File: config.mk
export PLATFORM = sky130hd
export DESIGN_NAME = dem_uart_top
export DESIGN_NICKNAME = d
export VERILOG_FILES = /design/src/hw/dii_pkg.sv /design/src/hw/dem_pkg.sv /design/src/hw/dii_if.sv /design/src/hw/osd_regaccess.sv /design/src/hw/dem_uart.sv /design/src/hw/dem_uart_top.sv
export VERILOG_INCLUDE_DIRS = /design/src /design/src/hw
export SDC_FILE = /design/constraint.sdc
export NUM_CORES = 1
export LEC_CHECK = 0
export BUFFER_PORTS_ARGS = -buffer_cell sky130_fd_sc_hd__buf_2
export CORE_MARGIN = 2
export CORE_UTILIZATION = 50
export CTS_CLUSTER_DIAMETER = 40
export DETAILED_ROUTE_END_ITERATION = 7
export PLACE_DENSITY = 0.77
export SETUP_SLACK_MARGIN = 0.3
export SLEW_MARGIN = 20
export SYNTH_ARGS = -nofsm -noshare
export SYNTH_HDL_FRONTEND = slang
export SYNTH_HIERARCHICAL = 1
export SYNTH_SLANG_ARGS = --single-unit
export TNS_END_PERCENT = 20
File: constraint.sdc
create_clock -name clk -period 10.9 [get_ports clk]
set_clock_uncertainty 0.1 [all_clocks]
set_input_delay 2.725 -clock clk [delete_from_list [all_inputs] [get_ports clk]]
set_output_delay 2.725 -clock clk [all_outputs]
set_load 0.1 [all_outputs]
File: src/hw/dbg_params.svh
// Debug network parameters.
// Flit and id widths, the identity words of the UART emulation module
// and the reset value of its event destination.

`ifndef DBG_PARAMS_SVH
`define DBG_PARAMS_SVH

// Width of one flit word on every debug channel.
`define DBG_FLIT_W 16

// Width of a module id on the debug network.
`define DBG_ID_W 16

// Vendor code returned by the MOD_VENDOR register.
`define DBG_MOD_VENDOR 16'h0001

// Module type code for the UART device emulation.
`define DBG_MOD_TYPE_UART 16'h0002

// Version code returned by the MOD_VERSION register.
`define DBG_MOD_VERSION 16'h0000

// Event destination after reset, which is the host.
`define DBG_EVENT_DEST_DEFAULT 16'h0000

`endif

File: src/hw/dii_pkg.sv
// Debug interconnect package.
// Packet types and subtypes and the layout of the flags header word.

`include "dbg_params.svh"

package dii_pkg;

  localparam int TYPE_POS    = 14; // Type field sits in the top two bits.
  localparam int TYPE_W      = 2;
  localparam int SUBTYPE_POS = 10; // Subtype sits just below the type.
  localparam int SUBTYPE_W   = 4;

  typedef enum logic [TYPE_W-1:0] {
    REG   = 2'b00, // Register access request or response.
    EVENT = 2'b10  // Module event, here a UART character.
  } dii_type_e;

  typedef enum logic [SUBTYPE_W-1:0] {
    REQ_READ_16     = 4'b0000,
    REQ_WRITE_16    = 4'b0100,
    RESP_READ_OK_16 = 4'b1000,
    RESP_READ_ERR   = 4'b1100,
    RESP_WRITE_OK   = 4'b1110,
    RESP_WRITE_ERR  = 4'b1111
  } dii_subtype_e;

  // Event subtype; it shares its code with REQ_READ_16.
  localparam logic [SUBTYPE_W-1:0] EVENT_LAST = 4'b0000;

  // Builds a flags word, the bits below the subtype stay zero.
  function automatic logic [`DBG_FLIT_W-1:0] make_flags(dii_type_e t,
                                                        logic [SUBTYPE_W-1:0] st);
    logic [`DBG_FLIT_W-1:0] f;
    f = '0;
    f[TYPE_POS +: TYPE_W] = t;
    f[SUBTYPE_POS +: SUBTYPE_W] = st;
    return f;
  endfunction

endpackage

File: src/hw/dem_pkg.sv
// UART device emulation package.
// Register map and the state encodings of the module's FSMs.

`include "dbg_params.svh"

package dem_pkg;

  typedef enum logic [`DBG_FLIT_W-1:0] {
    MOD_VENDOR     = 16'h0000,
    MOD_TYPE       = 16'h0001,
    MOD_VERSION    = 16'h0002,
    MOD_CS         = 16'h0003, // Control/status word.
    MOD_EVENT_DEST = 16'h0004  // Where character events are sent.
  } dem_reg_e;

  localparam int CS_ACTIVE = 0; // Active bit in MOD_CS, set clears the stall.

  // Transmit side, one state per packet word plus idle.
  typedef enum logic [2:0] {
    TX_IDLE, TX_HDR_DEST, TX_HDR_SRC, TX_HDR_FLAGS, TX_XFER
  } tx_state_e;

  // Receive side; idle swallows the destination word.
  typedef enum logic [1:0] {
    RX_IDLE, RX_HDR_SRC, RX_HDR_FLAGS, RX_XFER
  } rx_state_e;

  // Register access input parser.
  typedef enum logic [2:0] {
    RA_HDR_DEST, RA_HDR_SRC, RA_HDR_FLAGS, RA_PAYLOAD, RA_FWD, RA_DISCARD, RA_RESP
  } ra_state_e;

endpackage

File: src/hw/dii_if.sv
// Debug flit channel.
// One word per transfer, moved when valid and ready are both high.

`timescale 1ns/10ps
`include "dbg_params.svh"

interface dii_if;

  logic [`DBG_FLIT_W-1:0] data;  // Flit word.
  logic                   last;  // Marks the final word of a packet.
  logic                   valid; // Sender offers a word.
  logic                   ready; // Receiver takes the word.

  modport sender (
    output data,
    output last,
    output valid,
    input  ready
  );

  modport receiver (
    input  data,
    input  last,
    input  valid,
    output ready
  );

endinterface

File: src/hw/osd_regaccess.sv
// Register access layer of a debug module.
// Parses packets from the host, answers register requests, forwards events
// to the module and merges module packets with responses on the way out.

`timescale 1ns/10ps
`include "dbg_params.svh"

module osd_regaccess #(
  parameter logic [`DBG_FLIT_W-1:0] MOD_TYPE = `DBG_MOD_TYPE_UART
) (
  input  logic                 clk,
  input  logic                 rst,
  input  logic [`DBG_ID_W-1:0] id,
  dii_if.receiver              debug_in,
  dii_if.sender                debug_out,
  dii_if.receiver              module_in,
  dii_if.sender                module_out,
  output logic                 stall,
  output logic [`DBG_ID_W-1:0] event_dest
);

  dem_pkg::ra_state_e        ra_state;
  logic [`DBG_FLIT_W-1:0]    hdr_dest;
  logic [`DBG_FLIT_W-1:0]    hdr_src;
  logic [`DBG_FLIT_W-1:0]    hdr_flags;
  logic [`DBG_FLIT_W-1:0]    hdr_word;
  logic [1:0]                fwd_cnt;
  logic                      fwd_hdr;
  logic                      pl_idx;
  logic                      req_write;
  logic                      req_done;
  logic [`DBG_FLIT_W-1:0]    req_addr;
  dem_pkg::dem_reg_e         eff_addr;
  dii_pkg::dii_type_e        in_type;
  logic [dii_pkg::SUBTYPE_W-1:0] in_sub;
  logic                      to_me;
  logic                      rd_ok;
  logic                      wr_ok;
  logic [`DBG_FLIT_W-1:0]    rd_data;
  logic [1:0]                resp_idx;
  logic [`DBG_FLIT_W-1:0]    resp_dest;
  logic [`DBG_FLIT_W-1:0]    resp_flags;
  logic [`DBG_FLIT_W-1:0]    resp_data;
  logic                      resp_four;
  logic [`DBG_FLIT_W-1:0]    resp_word;
  logic                      resp_last;
  logic                      resp_pend;
  logic                      out_active;
  logic                      sel_mod;
  logic                      grant_mod;

  assign in_type = dii_pkg::dii_type_e'(debug_in.data[dii_pkg::TYPE_POS +: dii_pkg::TYPE_W]);
  assign in_sub  = debug_in.data[dii_pkg::SUBTYPE_POS +: dii_pkg::SUBTYPE_W];
  assign to_me   = (hdr_dest == id); // Destination word is already captured.

  // A read has its address on the last word, a write on the word before.
  assign eff_addr = dem_pkg::dem_reg_e'(pl_idx ? req_addr : debug_in.data);
  assign req_done = (ra_state == dem_pkg::RA_PAYLOAD) && debug_in.valid && debug_in.last;
  assign wr_ok    = pl_idx && (eff_addr == dem_pkg::MOD_CS ||
                               eff_addr == dem_pkg::MOD_EVENT_DEST);

  always_comb begin
    rd_ok   = 1'b1;
    rd_data = '0;
    case (eff_addr)
      dem_pkg::MOD_VENDOR:     rd_data = `DBG_MOD_VENDOR;
      dem_pkg::MOD_TYPE:       rd_data = MOD_TYPE;
      dem_pkg::MOD_VERSION:    rd_data = `DBG_MOD_VERSION;
      dem_pkg::MOD_CS:         rd_data[dem_pkg::CS_ACTIVE] = ~stall;
      dem_pkg::MOD_EVENT_DEST: rd_data = event_dest;
      default:                 rd_ok = 1'b0; // Unknown address reads as an error.
    endcase
  end

  always_ff @(posedge clk) begin
    if (rst) begin
      ra_state   <= dem_pkg::RA_HDR_DEST;
      fwd_cnt    <= '0;
      pl_idx     <= 1'b0;
      resp_idx   <= '0;
      stall      <= 1'b1; // Module starts stalled until the host activates it.
      event_dest <= `DBG_EVENT_DEST_DEFAULT;
    end else begin
      case (ra_state)
        dem_pkg::RA_HDR_DEST: begin
          if (debug_in.valid && !debug_in.last) ra_state <= dem_pkg::RA_HDR_SRC;
        end
        dem_pkg::RA_HDR_SRC: begin
          if (debug_in.valid) begin
            ra_state <= debug_in.last ? dem_pkg::RA_HDR_DEST : dem_pkg::RA_HDR_FLAGS;
          end
        end
        dem_pkg::RA_HDR_FLAGS: begin
          pl_idx  <= 1'b0;
          fwd_cnt <= '0;
          if (debug_in.valid) begin
            if (debug_in.last) begin
              ra_state <= dem_pkg::RA_HDR_DEST; // Header only packet carries nothing.
            end else if (to_me && in_type == dii_pkg::REG &&
                         (in_sub == dii_pkg::REQ_READ_16 || in_sub == dii_pkg::REQ_WRITE_16)) begin
              ra_state <= dem_pkg::RA_PAYLOAD;
            end else if (to_me && in_type == dii_pkg::EVENT) begin
              ra_state <= dem_pkg::RA_FWD;
            end else begin
              ra_state <= dem_pkg::RA_DISCARD;
            end
          end
        end
        dem_pkg::RA_PAYLOAD: begin
          if (debug_in.valid) pl_idx <= 1'b1;
          if (req_done) begin
            ra_state <= dem_pkg::RA_RESP;
            resp_idx <= '0;
            if (req_write && wr_ok && eff_addr == dem_pkg::MOD_CS) begin
              stall <= ~debug_in.data[dem_pkg::CS_ACTIVE];
            end
            if (req_write && wr_ok && eff_addr == dem_pkg::MOD_EVENT_DEST) begin
              event_dest <= debug_in.data;
            end
          end
        end
        dem_pkg::RA_FWD: begin
          if (fwd_hdr && module_out.ready) begin
            fwd_cnt <= fwd_cnt + 2'd1; // Replay the buffered headers first.
          end else if (!fwd_hdr && debug_in.valid && module_out.ready && debug_in.last) begin
            ra_state <= dem_pkg::RA_HDR_DEST;
          end
        end
        dem_pkg::RA_DISCARD: begin
          if (debug_in.valid && debug_in.last) ra_state <= dem_pkg::RA_HDR_DEST;
        end
        dem_pkg::RA_RESP: begin
          if (debug_out.valid && debug_out.ready && !grant_mod) begin
            if (resp_last) ra_state <= dem_pkg::RA_HDR_DEST;
            else resp_idx <= resp_idx + 2'd1;
          end
        end
        default: ra_state <= dem_pkg::RA_HDR_DEST;
      endcase
    end
  end

  // Header words and the response buffer.
  always_ff @(posedge clk) begin
    if (debug_in.valid && debug_in.ready) begin
      case (ra_state)
        dem_pkg::RA_HDR_DEST: hdr_dest <= debug_in.data;
        dem_pkg::RA_HDR_SRC:  hdr_src  <= debug_in.data;
        dem_pkg::RA_HDR_FLAGS: begin
          hdr_flags <= debug_in.data;
          req_write <= (in_sub == dii_pkg::REQ_WRITE_16);
        end
        dem_pkg::RA_PAYLOAD: begin
          if (!pl_idx) req_addr <= debug_in.data;
          if (debug_in.last) begin
            resp_dest <= hdr_src; // Answer goes back to the requester.
            resp_data <= rd_data;
            resp_four <= !req_write && rd_ok;
            if (req_write) begin
              resp_flags <= dii_pkg::make_flags(dii_pkg::REG, wr_ok ? dii_pkg::RESP_WRITE_OK
                                                                   : dii_pkg::RESP_WRITE_ERR);
            end else begin
              resp_flags <= dii_pkg::make_flags(dii_pkg::REG, rd_ok ? dii_pkg::RESP_READ_OK_16
                                                                   : dii_pkg::RESP_READ_ERR);
            end
          end
        end
        default: ;
      endcase
    end
  end

  always_comb begin
    case (resp_idx)
      2'd0:    resp_word = resp_dest;
      2'd1:    resp_word = id;
      2'd2:    resp_word = resp_flags;
      default: resp_word = resp_data;
    endcase
    case (fwd_cnt)
      2'd0:    hdr_word = hdr_dest;
      2'd1:    hdr_word = hdr_src;
      default: hdr_word = hdr_flags;
    endcase
  end

  assign resp_last = (resp_idx == 2'd3) || (resp_idx == 2'd2 && !resp_four);

  // Event forwarding, headers are replayed then payload passes through.
  assign fwd_hdr          = (fwd_cnt != 2'd3);
  assign module_out.valid = (ra_state == dem_pkg::RA_FWD) && (fwd_hdr || debug_in.valid);
  assign module_out.data  = fwd_hdr ? hdr_word : debug_in.data;
  assign module_out.last  = !fwd_hdr && debug_in.last;

  always_comb begin
    case (ra_state)
      dem_pkg::RA_RESP: debug_in.ready = 1'b0; // Input is closed while a response waits.
      dem_pkg::RA_FWD:  debug_in.ready = !fwd_hdr && module_out.ready;
      default:          debug_in.ready = 1'b1;
    endcase
  end

  // Output arbiter, locked to one source from first offer to last word.
  assign resp_pend        = (ra_state == dem_pkg::RA_RESP);
  assign grant_mod        = out_active ? sel_mod : !resp_pend;
  assign debug_out.valid  = grant_mod ? module_in.valid : resp_pend;
  assign debug_out.data   = grant_mod ? module_in.data : resp_word;
  assign debug_out.last   = grant_mod ? module_in.last : resp_last;
  assign module_in.ready  = grant_mod && debug_out.ready;

  always_ff @(posedge clk) begin
    if (rst) begin
      out_active <= 1'b0;
      sel_mod    <= 1'b1;
    end else if (debug_out.valid) begin
      out_active <= !(debug_out.ready && debug_out.last);
      sel_mod    <= grant_mod;
    end
  end

  // A word waiting on debug_out keeps its value whichever source owns it.
  a_out_hold: assert property (@(posedge clk) disable iff (rst)
    debug_out.valid && !debug_out.ready |=>
      debug_out.valid && $stable(debug_out.data) && $stable(debug_out.last));

  // The input reopens only after the last response word has left debug_out.
  a_in_closed: assert property (@(posedge clk) disable iff (rst)
    $past(resp_pend) && debug_in.ready |->
      $past(debug_out.valid && debug_out.ready && debug_out.last));

endmodule

File: src/hw/dem_uart.sv
// UART device emulation.
// Wraps each transmitted character into an event packet and turns the
// payload of incoming event packets into received characters.

`timescale 1ns/10ps
`include "dbg_params.svh"

module dem_uart (
  input  logic                 clk,
  input  logic                 rst,
  input  logic [`DBG_ID_W-1:0] id,
  input  logic                 stall,
  input  logic [`DBG_ID_W-1:0] event_dest,
  dii_if.sender                ev_out,
  dii_if.receiver              ev_in,
  input  logic [7:0]           out_char,
  input  logic                 out_valid,
  output logic                 out_ready,
  output logic [7:0]           in_char,
  output logic                 in_valid,
  input  logic                 in_ready
);

  dem_pkg::tx_state_e   tx_state;
  dem_pkg::rx_state_e   rx_state;
  logic [7:0]           char_buf; // Character being sent.
  logic [`DBG_ID_W-1:0] dest_buf; // Destination frozen for the whole packet.

  always_ff @(posedge clk) begin
    if (rst) begin
      tx_state <= dem_pkg::TX_IDLE;
      rx_state <= dem_pkg::RX_IDLE;
    end else begin
      case (tx_state)
        dem_pkg::TX_IDLE:      if (out_valid && out_ready) tx_state <= dem_pkg::TX_HDR_DEST;
        dem_pkg::TX_HDR_DEST:  if (ev_out.ready) tx_state <= dem_pkg::TX_HDR_SRC;
        dem_pkg::TX_HDR_SRC:   if (ev_out.ready) tx_state <= dem_pkg::TX_HDR_FLAGS;
        dem_pkg::TX_HDR_FLAGS: if (ev_out.ready) tx_state <= dem_pkg::TX_XFER;
        dem_pkg::TX_XFER:      if (ev_out.ready) tx_state <= dem_pkg::TX_IDLE;
        default:               tx_state <= dem_pkg::TX_IDLE;
      endcase

      // Header words are skipped one per valid cycle.
      case (rx_state)
        dem_pkg::RX_IDLE:      if (ev_in.valid) rx_state <= dem_pkg::RX_HDR_SRC;
        dem_pkg::RX_HDR_SRC:   if (ev_in.valid) rx_state <= dem_pkg::RX_HDR_FLAGS;
        dem_pkg::RX_HDR_FLAGS: if (ev_in.valid) rx_state <= dem_pkg::RX_XFER;
        dem_pkg::RX_XFER: begin
          if (ev_in.valid && in_ready && ev_in.last) rx_state <= dem_pkg::RX_IDLE;
        end
        default:               rx_state <= dem_pkg::RX_IDLE;
      endcase
    end
  end

  always_ff @(posedge clk) begin
    if (out_valid && out_ready) begin
      char_buf <= out_char;
      dest_buf <= event_dest;
    end
  end

  assign out_ready = (tx_state == dem_pkg::TX_IDLE) && !stall; // Stalled module takes nothing.

  always_comb begin
    ev_out.valid = (tx_state != dem_pkg::TX_IDLE);
    ev_out.last  = (tx_state == dem_pkg::TX_XFER);
    case (tx_state)
      dem_pkg::TX_HDR_DEST:  ev_out.data = dest_buf;
      dem_pkg::TX_HDR_SRC:   ev_out.data = id;
      dem_pkg::TX_HDR_FLAGS: ev_out.data = dii_pkg::make_flags(dii_pkg::EVENT,
                                                               dii_pkg::EVENT_LAST);
      default:               ev_out.data = {{(`DBG_FLIT_W-8){1'b0}}, char_buf};
    endcase
  end

  // The payload word waits on in_ready, headers never wait.
  assign ev_in.ready = (rx_state == dem_pkg::RX_XFER) ? in_ready : 1'b1;
  assign in_valid    = (rx_state == dem_pkg::RX_XFER) && ev_in.valid;
  assign in_char     = ev_in.data[7:0];

  // An accepted character keeps the transmitter busy for all four words.
  a_tx_busy: assert property (@(posedge clk) disable iff (rst)
    out_valid && out_ready |=> !out_ready [*4]);

endmodule

File: src/hw/dem_uart_top.sv
// UART device emulation top level.
// Maps the plain debug and character ports onto flit channels and joins
// the register access layer with the UART block.

`timescale 1ns/10ps
`include "dbg_params.svh"

module dem_uart_top (
  input  logic                   clk,
  input  logic                   rst,
  input  logic [`DBG_ID_W-1:0]   id,
  input  logic [`DBG_FLIT_W-1:0] debug_in_data,
  input  logic                   debug_in_last,
  input  logic                   debug_in_valid,
  output logic                   debug_in_ready,
  output logic [`DBG_FLIT_W-1:0] debug_out_data,
  output logic                   debug_out_last,
  output logic                   debug_out_valid,
  input  logic                   debug_out_ready,
  output logic                   drop,
  input  logic [7:0]             out_char,
  input  logic                   out_valid,
  output logic                   out_ready,
  output logic [7:0]             in_char,
  output logic                   in_valid,
  input  logic                   in_ready
);

  logic                 stall;
  logic [`DBG_ID_W-1:0] event_dest;

  dii_if dbg_in ();     // Host to register access.
  dii_if dbg_out ();    // Register access to host.
  dii_if uart_to_ra (); // Character events leaving the UART.
  dii_if ra_to_uart (); // Events for the UART receiver.

  assign dbg_in.data     = debug_in_data;
  assign dbg_in.last     = debug_in_last;
  assign dbg_in.valid    = debug_in_valid;
  assign debug_in_ready  = dbg_in.ready;
  assign debug_out_data  = dbg_out.data;
  assign debug_out_last  = dbg_out.last;
  assign debug_out_valid = dbg_out.valid;
  assign dbg_out.ready   = debug_out_ready;
  assign drop            = stall; // Characters are dropped while stalled.

  osd_regaccess #(.MOD_TYPE(`DBG_MOD_TYPE_UART)) u_regaccess (
    .clk        (clk),
    .rst        (rst),
    .id         (id),
    .debug_in   (dbg_in.receiver),
    .debug_out  (dbg_out.sender),
    .module_in  (uart_to_ra.receiver),
    .module_out (ra_to_uart.sender),
    .stall      (stall),
    .event_dest (event_dest)
  );

  dem_uart u_uart (
    .clk        (clk),
    .rst        (rst),
    .id         (id),
    .stall      (stall),
    .event_dest (event_dest),
    .ev_out     (uart_to_ra.sender),
    .ev_in      (ra_to_uart.receiver),
    .out_char   (out_char),
    .out_valid  (out_valid),
    .out_ready  (out_ready),
    .in_char    (in_char),
    .in_valid   (in_valid),
    .in_ready   (in_ready)
  );

endmodule

* Yosys cells after proc, flatten, opt, wreduce, memory -nomap -nowiden
Cells that the tools add are included.
** Word-level totals
- Output and inout bits :: 30
- Register bits after elaboration :: 162
- Word-level logic and storage cells :: 189
** Operators by class
- Reduce and logical (&&, ||, !) cells :: 68
- $add $sub $neg :: 2
- Bitwise operators :: 2
- Equality and inequality tests :: 46
- Muxes and demuxes :: 50
** Operators by type and width (count)
- 16-bit case mux with 3 select lines :: 2
- 3-bit 2-to-1 mux :: 17
- 16-bit by 2-bit == test with 1-bit output, second input constant :: 2
- 16-bit 2-to-1 mux :: 2
- 1-bit logical AND :: 30
- 15-bit case mux with 2 select lines :: 1
- 2-bit by 1-bit != test with 1-bit output, second input constant :: 11
- 2-bit != test, second input constant :: 11
- 3-bit case mux with 7 select lines :: 1
- 2-bit 2-to-1 mux :: 9
- 16-bit by 1-bit == test with 1-bit output, second input constant :: 1
- 16-bit == test :: 1
- 16-bit by 3-bit == test with 1-bit output, second input constant :: 1
- 16-bit logical NOT :: 1
- 8-bit case mux with 2 select lines :: 1
- 3-bit case mux with 5 select lines :: 1
- 14-bit 2-to-1 mux :: 1
- 3-bit by 2-bit == test with 1-bit output, second input constant :: 4
- 3-bit == test, second input constant :: 4
- 2-bit AND reduction :: 6
- 2-bit == test, second input constant :: 5
- 3-bit AND reduction :: 3
- 9-bit AND reduction :: 1
- 1-bit logical NOT :: 8
- 20 further kinds :: 44

* Longest topological paths before layout
- Depth in word-level cells :: 8
- Gate-level depth with buffers :: 8
- Gate-level depth less buffers :: 7

* Cells and area by module
Netlist, hierarchy kept.
** By module, submodules not included
- osd_regaccess :: cells each 537, seq. area each 3573.4 µm², area each 6005.8 µm², times used 1
- dem_uart :: cells each 128, seq. area each 820.8 µm², area each 1535.2 µm², times used 1

* Worst setup path after synthesis
No wires, ideal clock.
- Path kind :: input to output
- Start point :: in id[13]
- End point :: out debug_out_data[13]
- Slack :: 3.043 ns
- Data required time :: 8.075 ns
- Cell stages on the path :: 4
- Arrival :: 5.032 ns
- Path through :: a221oi_1 > nand2_1 > o21ai_0 > o21ai_0
** On the way
- Longest elaborated chain between the ends :: 2
** RTL lines
- start, declared :: RTL line dem_uart_top.sv:11 : input logic [`DBG_ID_W-1:0] id,
- 16-bit case mux with 3 select lines, on equally long branches :: RTL line osd_regaccess.sv:174, dem_uart.sv:68
- 16-bit 2-to-1 mux (*) :: RTL line osd_regaccess.sv:207 : assign debug_out.data = grant_mod ? module_in.data : resp_word;
- end, declared :: RTL line dem_uart_top.sv:16 : output logic [`DBG_FLIT_W-1:0] debug_out_data,
Mark *: on every way between the ends. The rest lies on a longest branch, timed or not.

* Worst setup path after layout
- Start point :: in id[15]
- End point :: out debug_out_data[15]
** On the way
- Longest elaborated chain between the ends :: 2
** RTL lines
- 16-bit case mux with 3 select lines :: RTL line dem_uart.sv:68 : case (tx_state)
- net uart_to_ra.data[15] :: RTL line dii_if.sv:9 : logic [`DBG_FLIT_W-1:0] data;
- 16-bit 2-to-1 mux :: RTL line osd_regaccess.sv:207
The timed path passes the listed nets, and every way through them passes these cells.

==> run_results.csv <==
group,metric,value,unit
run_status,outcome,"finished clean",
run,drv_cap,0,
die,row_count,43,
global_route,grt_pass1_vias,5053,
synth,ys.warnings.count,6,
sta,fin_hold_ws,0.318,ns
route,num_vias,5386,
sta,period_share,61.1,%
cts,cts_sinks,149,
global_route,antenna_found_initial,0,
route,drt_iter0_drc,689,
placed_design,dp_hpwl,12300,µm
cts,h-tree-depth,4,
sta,hold_viol_final,0,
setup_path,start_kind,"input port",
sta,worst_pin_slew,0.970,ns
cts,cts_setup_buffers,0,
cts,cts_tree,"done",
global_route,grt_pass1_wl,27200,µm
placed_design,placed_area,7520,µm²
die,io_pins,77,
sta,fin_crit,6.66,ns
cts,clock_path_buffers,2,
global_route,grt_max_degree,38,
cts,postCtsHoldBufs,0,
final_layout,antenna_cells,0,
route,drc,0,
cts,path_clk_slew,0.06,ns
final_layout,stdcell_area,8180,µm²
synth,synth_area,7130,µm²
global_route,grtUsageTotal,24.0,%
final_layout,nFillCells,1097,
sta,rsz0062_at_grt,"no",
route,viasPerCell,6.13,
sta,timing.fmax,150,MHz
route,first_pass_iters,5,
route,postRouteAntennaNets,0,
cts,post_cts_resized,0,
power_and_ir_drop,p_leak,2.96,nW
sta,tns,0,ns
setup_path,worstPathRequired,8.08,ns
sta,drv_slew,0,
setup_path,cp_max_fo,3,
final_layout,final_nets,743,
placed_design,portBuffers,76,
setup_path,worstPathArrival,3.83,ns
setup_path,worstSetupPathType,"input port to output pin",
die,die_area,15200,µm²
die,core_area,13900,µm²
setup_path,critPathCaptureType,"output pin",
final_layout,drive_gt1_share,20.3,%
route,totalWireLength,17900,µm
sta,relSlewSlack,35.2,%
synth,syn-num-nets,691,
cts,cts_buffers,17,
global_route,grt-ovfl-total,0,
die,dieHeight,123,µm
power_and_ir_drop,peakVddDrop,0.119,mV
die,initial_core_util,51.4,%
synth,syn_avg_cell_area,11.3,µm²
final_layout,areaGrowthSynthToFinish,14.7,%
cts,cts_root_buf,"clkbuf_16",
sta,setup_viol,0,
die,die_w,123,µm
synth,syn_inst,633,
hold_path,hp-class,"flop to flop",
placed_design,gp_congestion,0.886,
power_and_ir_drop,pwr_density_cell,168,nW/µm²
route,wire_per_inst,20.4,µm
cts,clk_latency,0.42,ns
worst max-delay path, cell delays in order:
cell and delay [ns]:
buf_2 0.13, nand2_1 0.08, a21oi_1 0.23, nand2_1 0.07, o21ai_0 0.13, buf_2 0.48
cell usage in the layout (no fill, tap or decap), types with 4 or more instances in the layout:
| master | instances |
|---|---|
| edfxtp_1 | 117 |
| buf_2 | 76 |
| o21ai_0 | 67 |
| a21oi_1 | 48 |
| nand2_1 | 44 |
| dfxtp_1 | 32 |
| inv_1 | 31 |
| nor2_1 | 24 |
| clkbuf_16 | 20 |
| nand3_1 | 20 |
| and2_1 | 19 |
| a22oi_1 | 15 |
| a221o_1 | 12 |
| xor2_1 | 12 |
| nor4_1 | 11 |
| a22o_1 | 11 |
| ha_1 | 11 |
| a211oi_1 | 9 |
| nor3_1 | 8 |
| o21ai_1 | 7 |
| nand2b_1 | 7 |
| buf_4 | 7 |
| and2b_2 | 7 |
| xnor2_1 | 5 |
| mux2i_1 | 4 |
| mux2_2 | 4 |
| nor3b_1 | 4 |
| nor2b_1 | 4 |
final cells by class:
type                       count  area (µm²)  share of cell area, %
multi-input combinational    402        2580                   31.6
clock buffer                  22         518                   6.33
timing repair buffer          84         444                   5.43
tap                          180         225                   2.75
clock inverter                10         139                   1.70
sequential                   149        4150                   50.8
inverter                      31         116                   1.42
per-stage QoR:
stage	instances	power, W	worst slack (ns)	utilization, %
2_1_floorplan	633	0.000723	3.04	-
3_3_place_gp	845	0.000753	4.29	54.1
3_5_place_dp	846	0.000757	4.25	54.2
4_1_cts	878	0.00138	4.25	58.9
5_1_grt	878	0.00142	4.17	58.9
6_report	878	0.00138	4.24	58.9
worst paths after layout:
| path | cells after the start | endpoint | startpoint | slack [ns] |
|---|---|---|---|---|
| setup / recovery | 6 | debug_out_data[15] | id[15] | 4.24 |
| hold / removal | 0 | u_regaccess/resp_dest[15]$_DFFE_PP_ | u_regaccess/hdr_src[15]$_DFFE_PP_ | 0.32 |
| setup reg to reg | 6 | u_regaccess/resp_data[13]$_DFFE_PP_ | u_regaccess/pl_idx$_SDFFE_PP0P_ | 8.00 |
| hold reg to reg | 0 | u_regaccess/resp_dest[15]$_DFFE_PP_ | u_regaccess/hdr_src[15]$_DFFE_PP_ | 0.32 |
flip-flops by register name, indices dropped and copies added (netlist names), 2 cells and up:
signal                  count
u_regaccess/resp_dest      16
u_uart/char_buf             8
u_uart/dest_buf            16
u_regaccess/req_addr       16
u_regaccess/resp_idx        2
u_regaccess/fwd_cnt         2
u_regaccess/resp_data      16
u_regaccess/hdr_dest       16
u_uart/rx_state             2
u_regaccess/hdr_flags       8
u_regaccess/event_dest     16
u_uart/tx_state             3
u_regaccess/resp_flags      3
u_regaccess/hdr_src        16
u_regaccess/ra_state        3
power breakdown:
part	internal (W)	switching, W	total [W]
registers	0.000628	0.0000125	0.000641
clock network	0.000407	0.000224	0.000631
logic	0.0000330	0.0000742	0.000107
total	0.00107	0.000310	0.00138
per-layer routing:
metal / wire [µm] / vias to the layer above / GRT usage (%)
met5: 0 / - / 0
met4: 609 / 0 / 11.0
li1: - / 2455 / -
met1: 7430 / 2549 / 32.1
met3: 1640 / 47 / 6.00
met2: 8200 / 335 / 37.0
(Power assumes the default switching activity.)
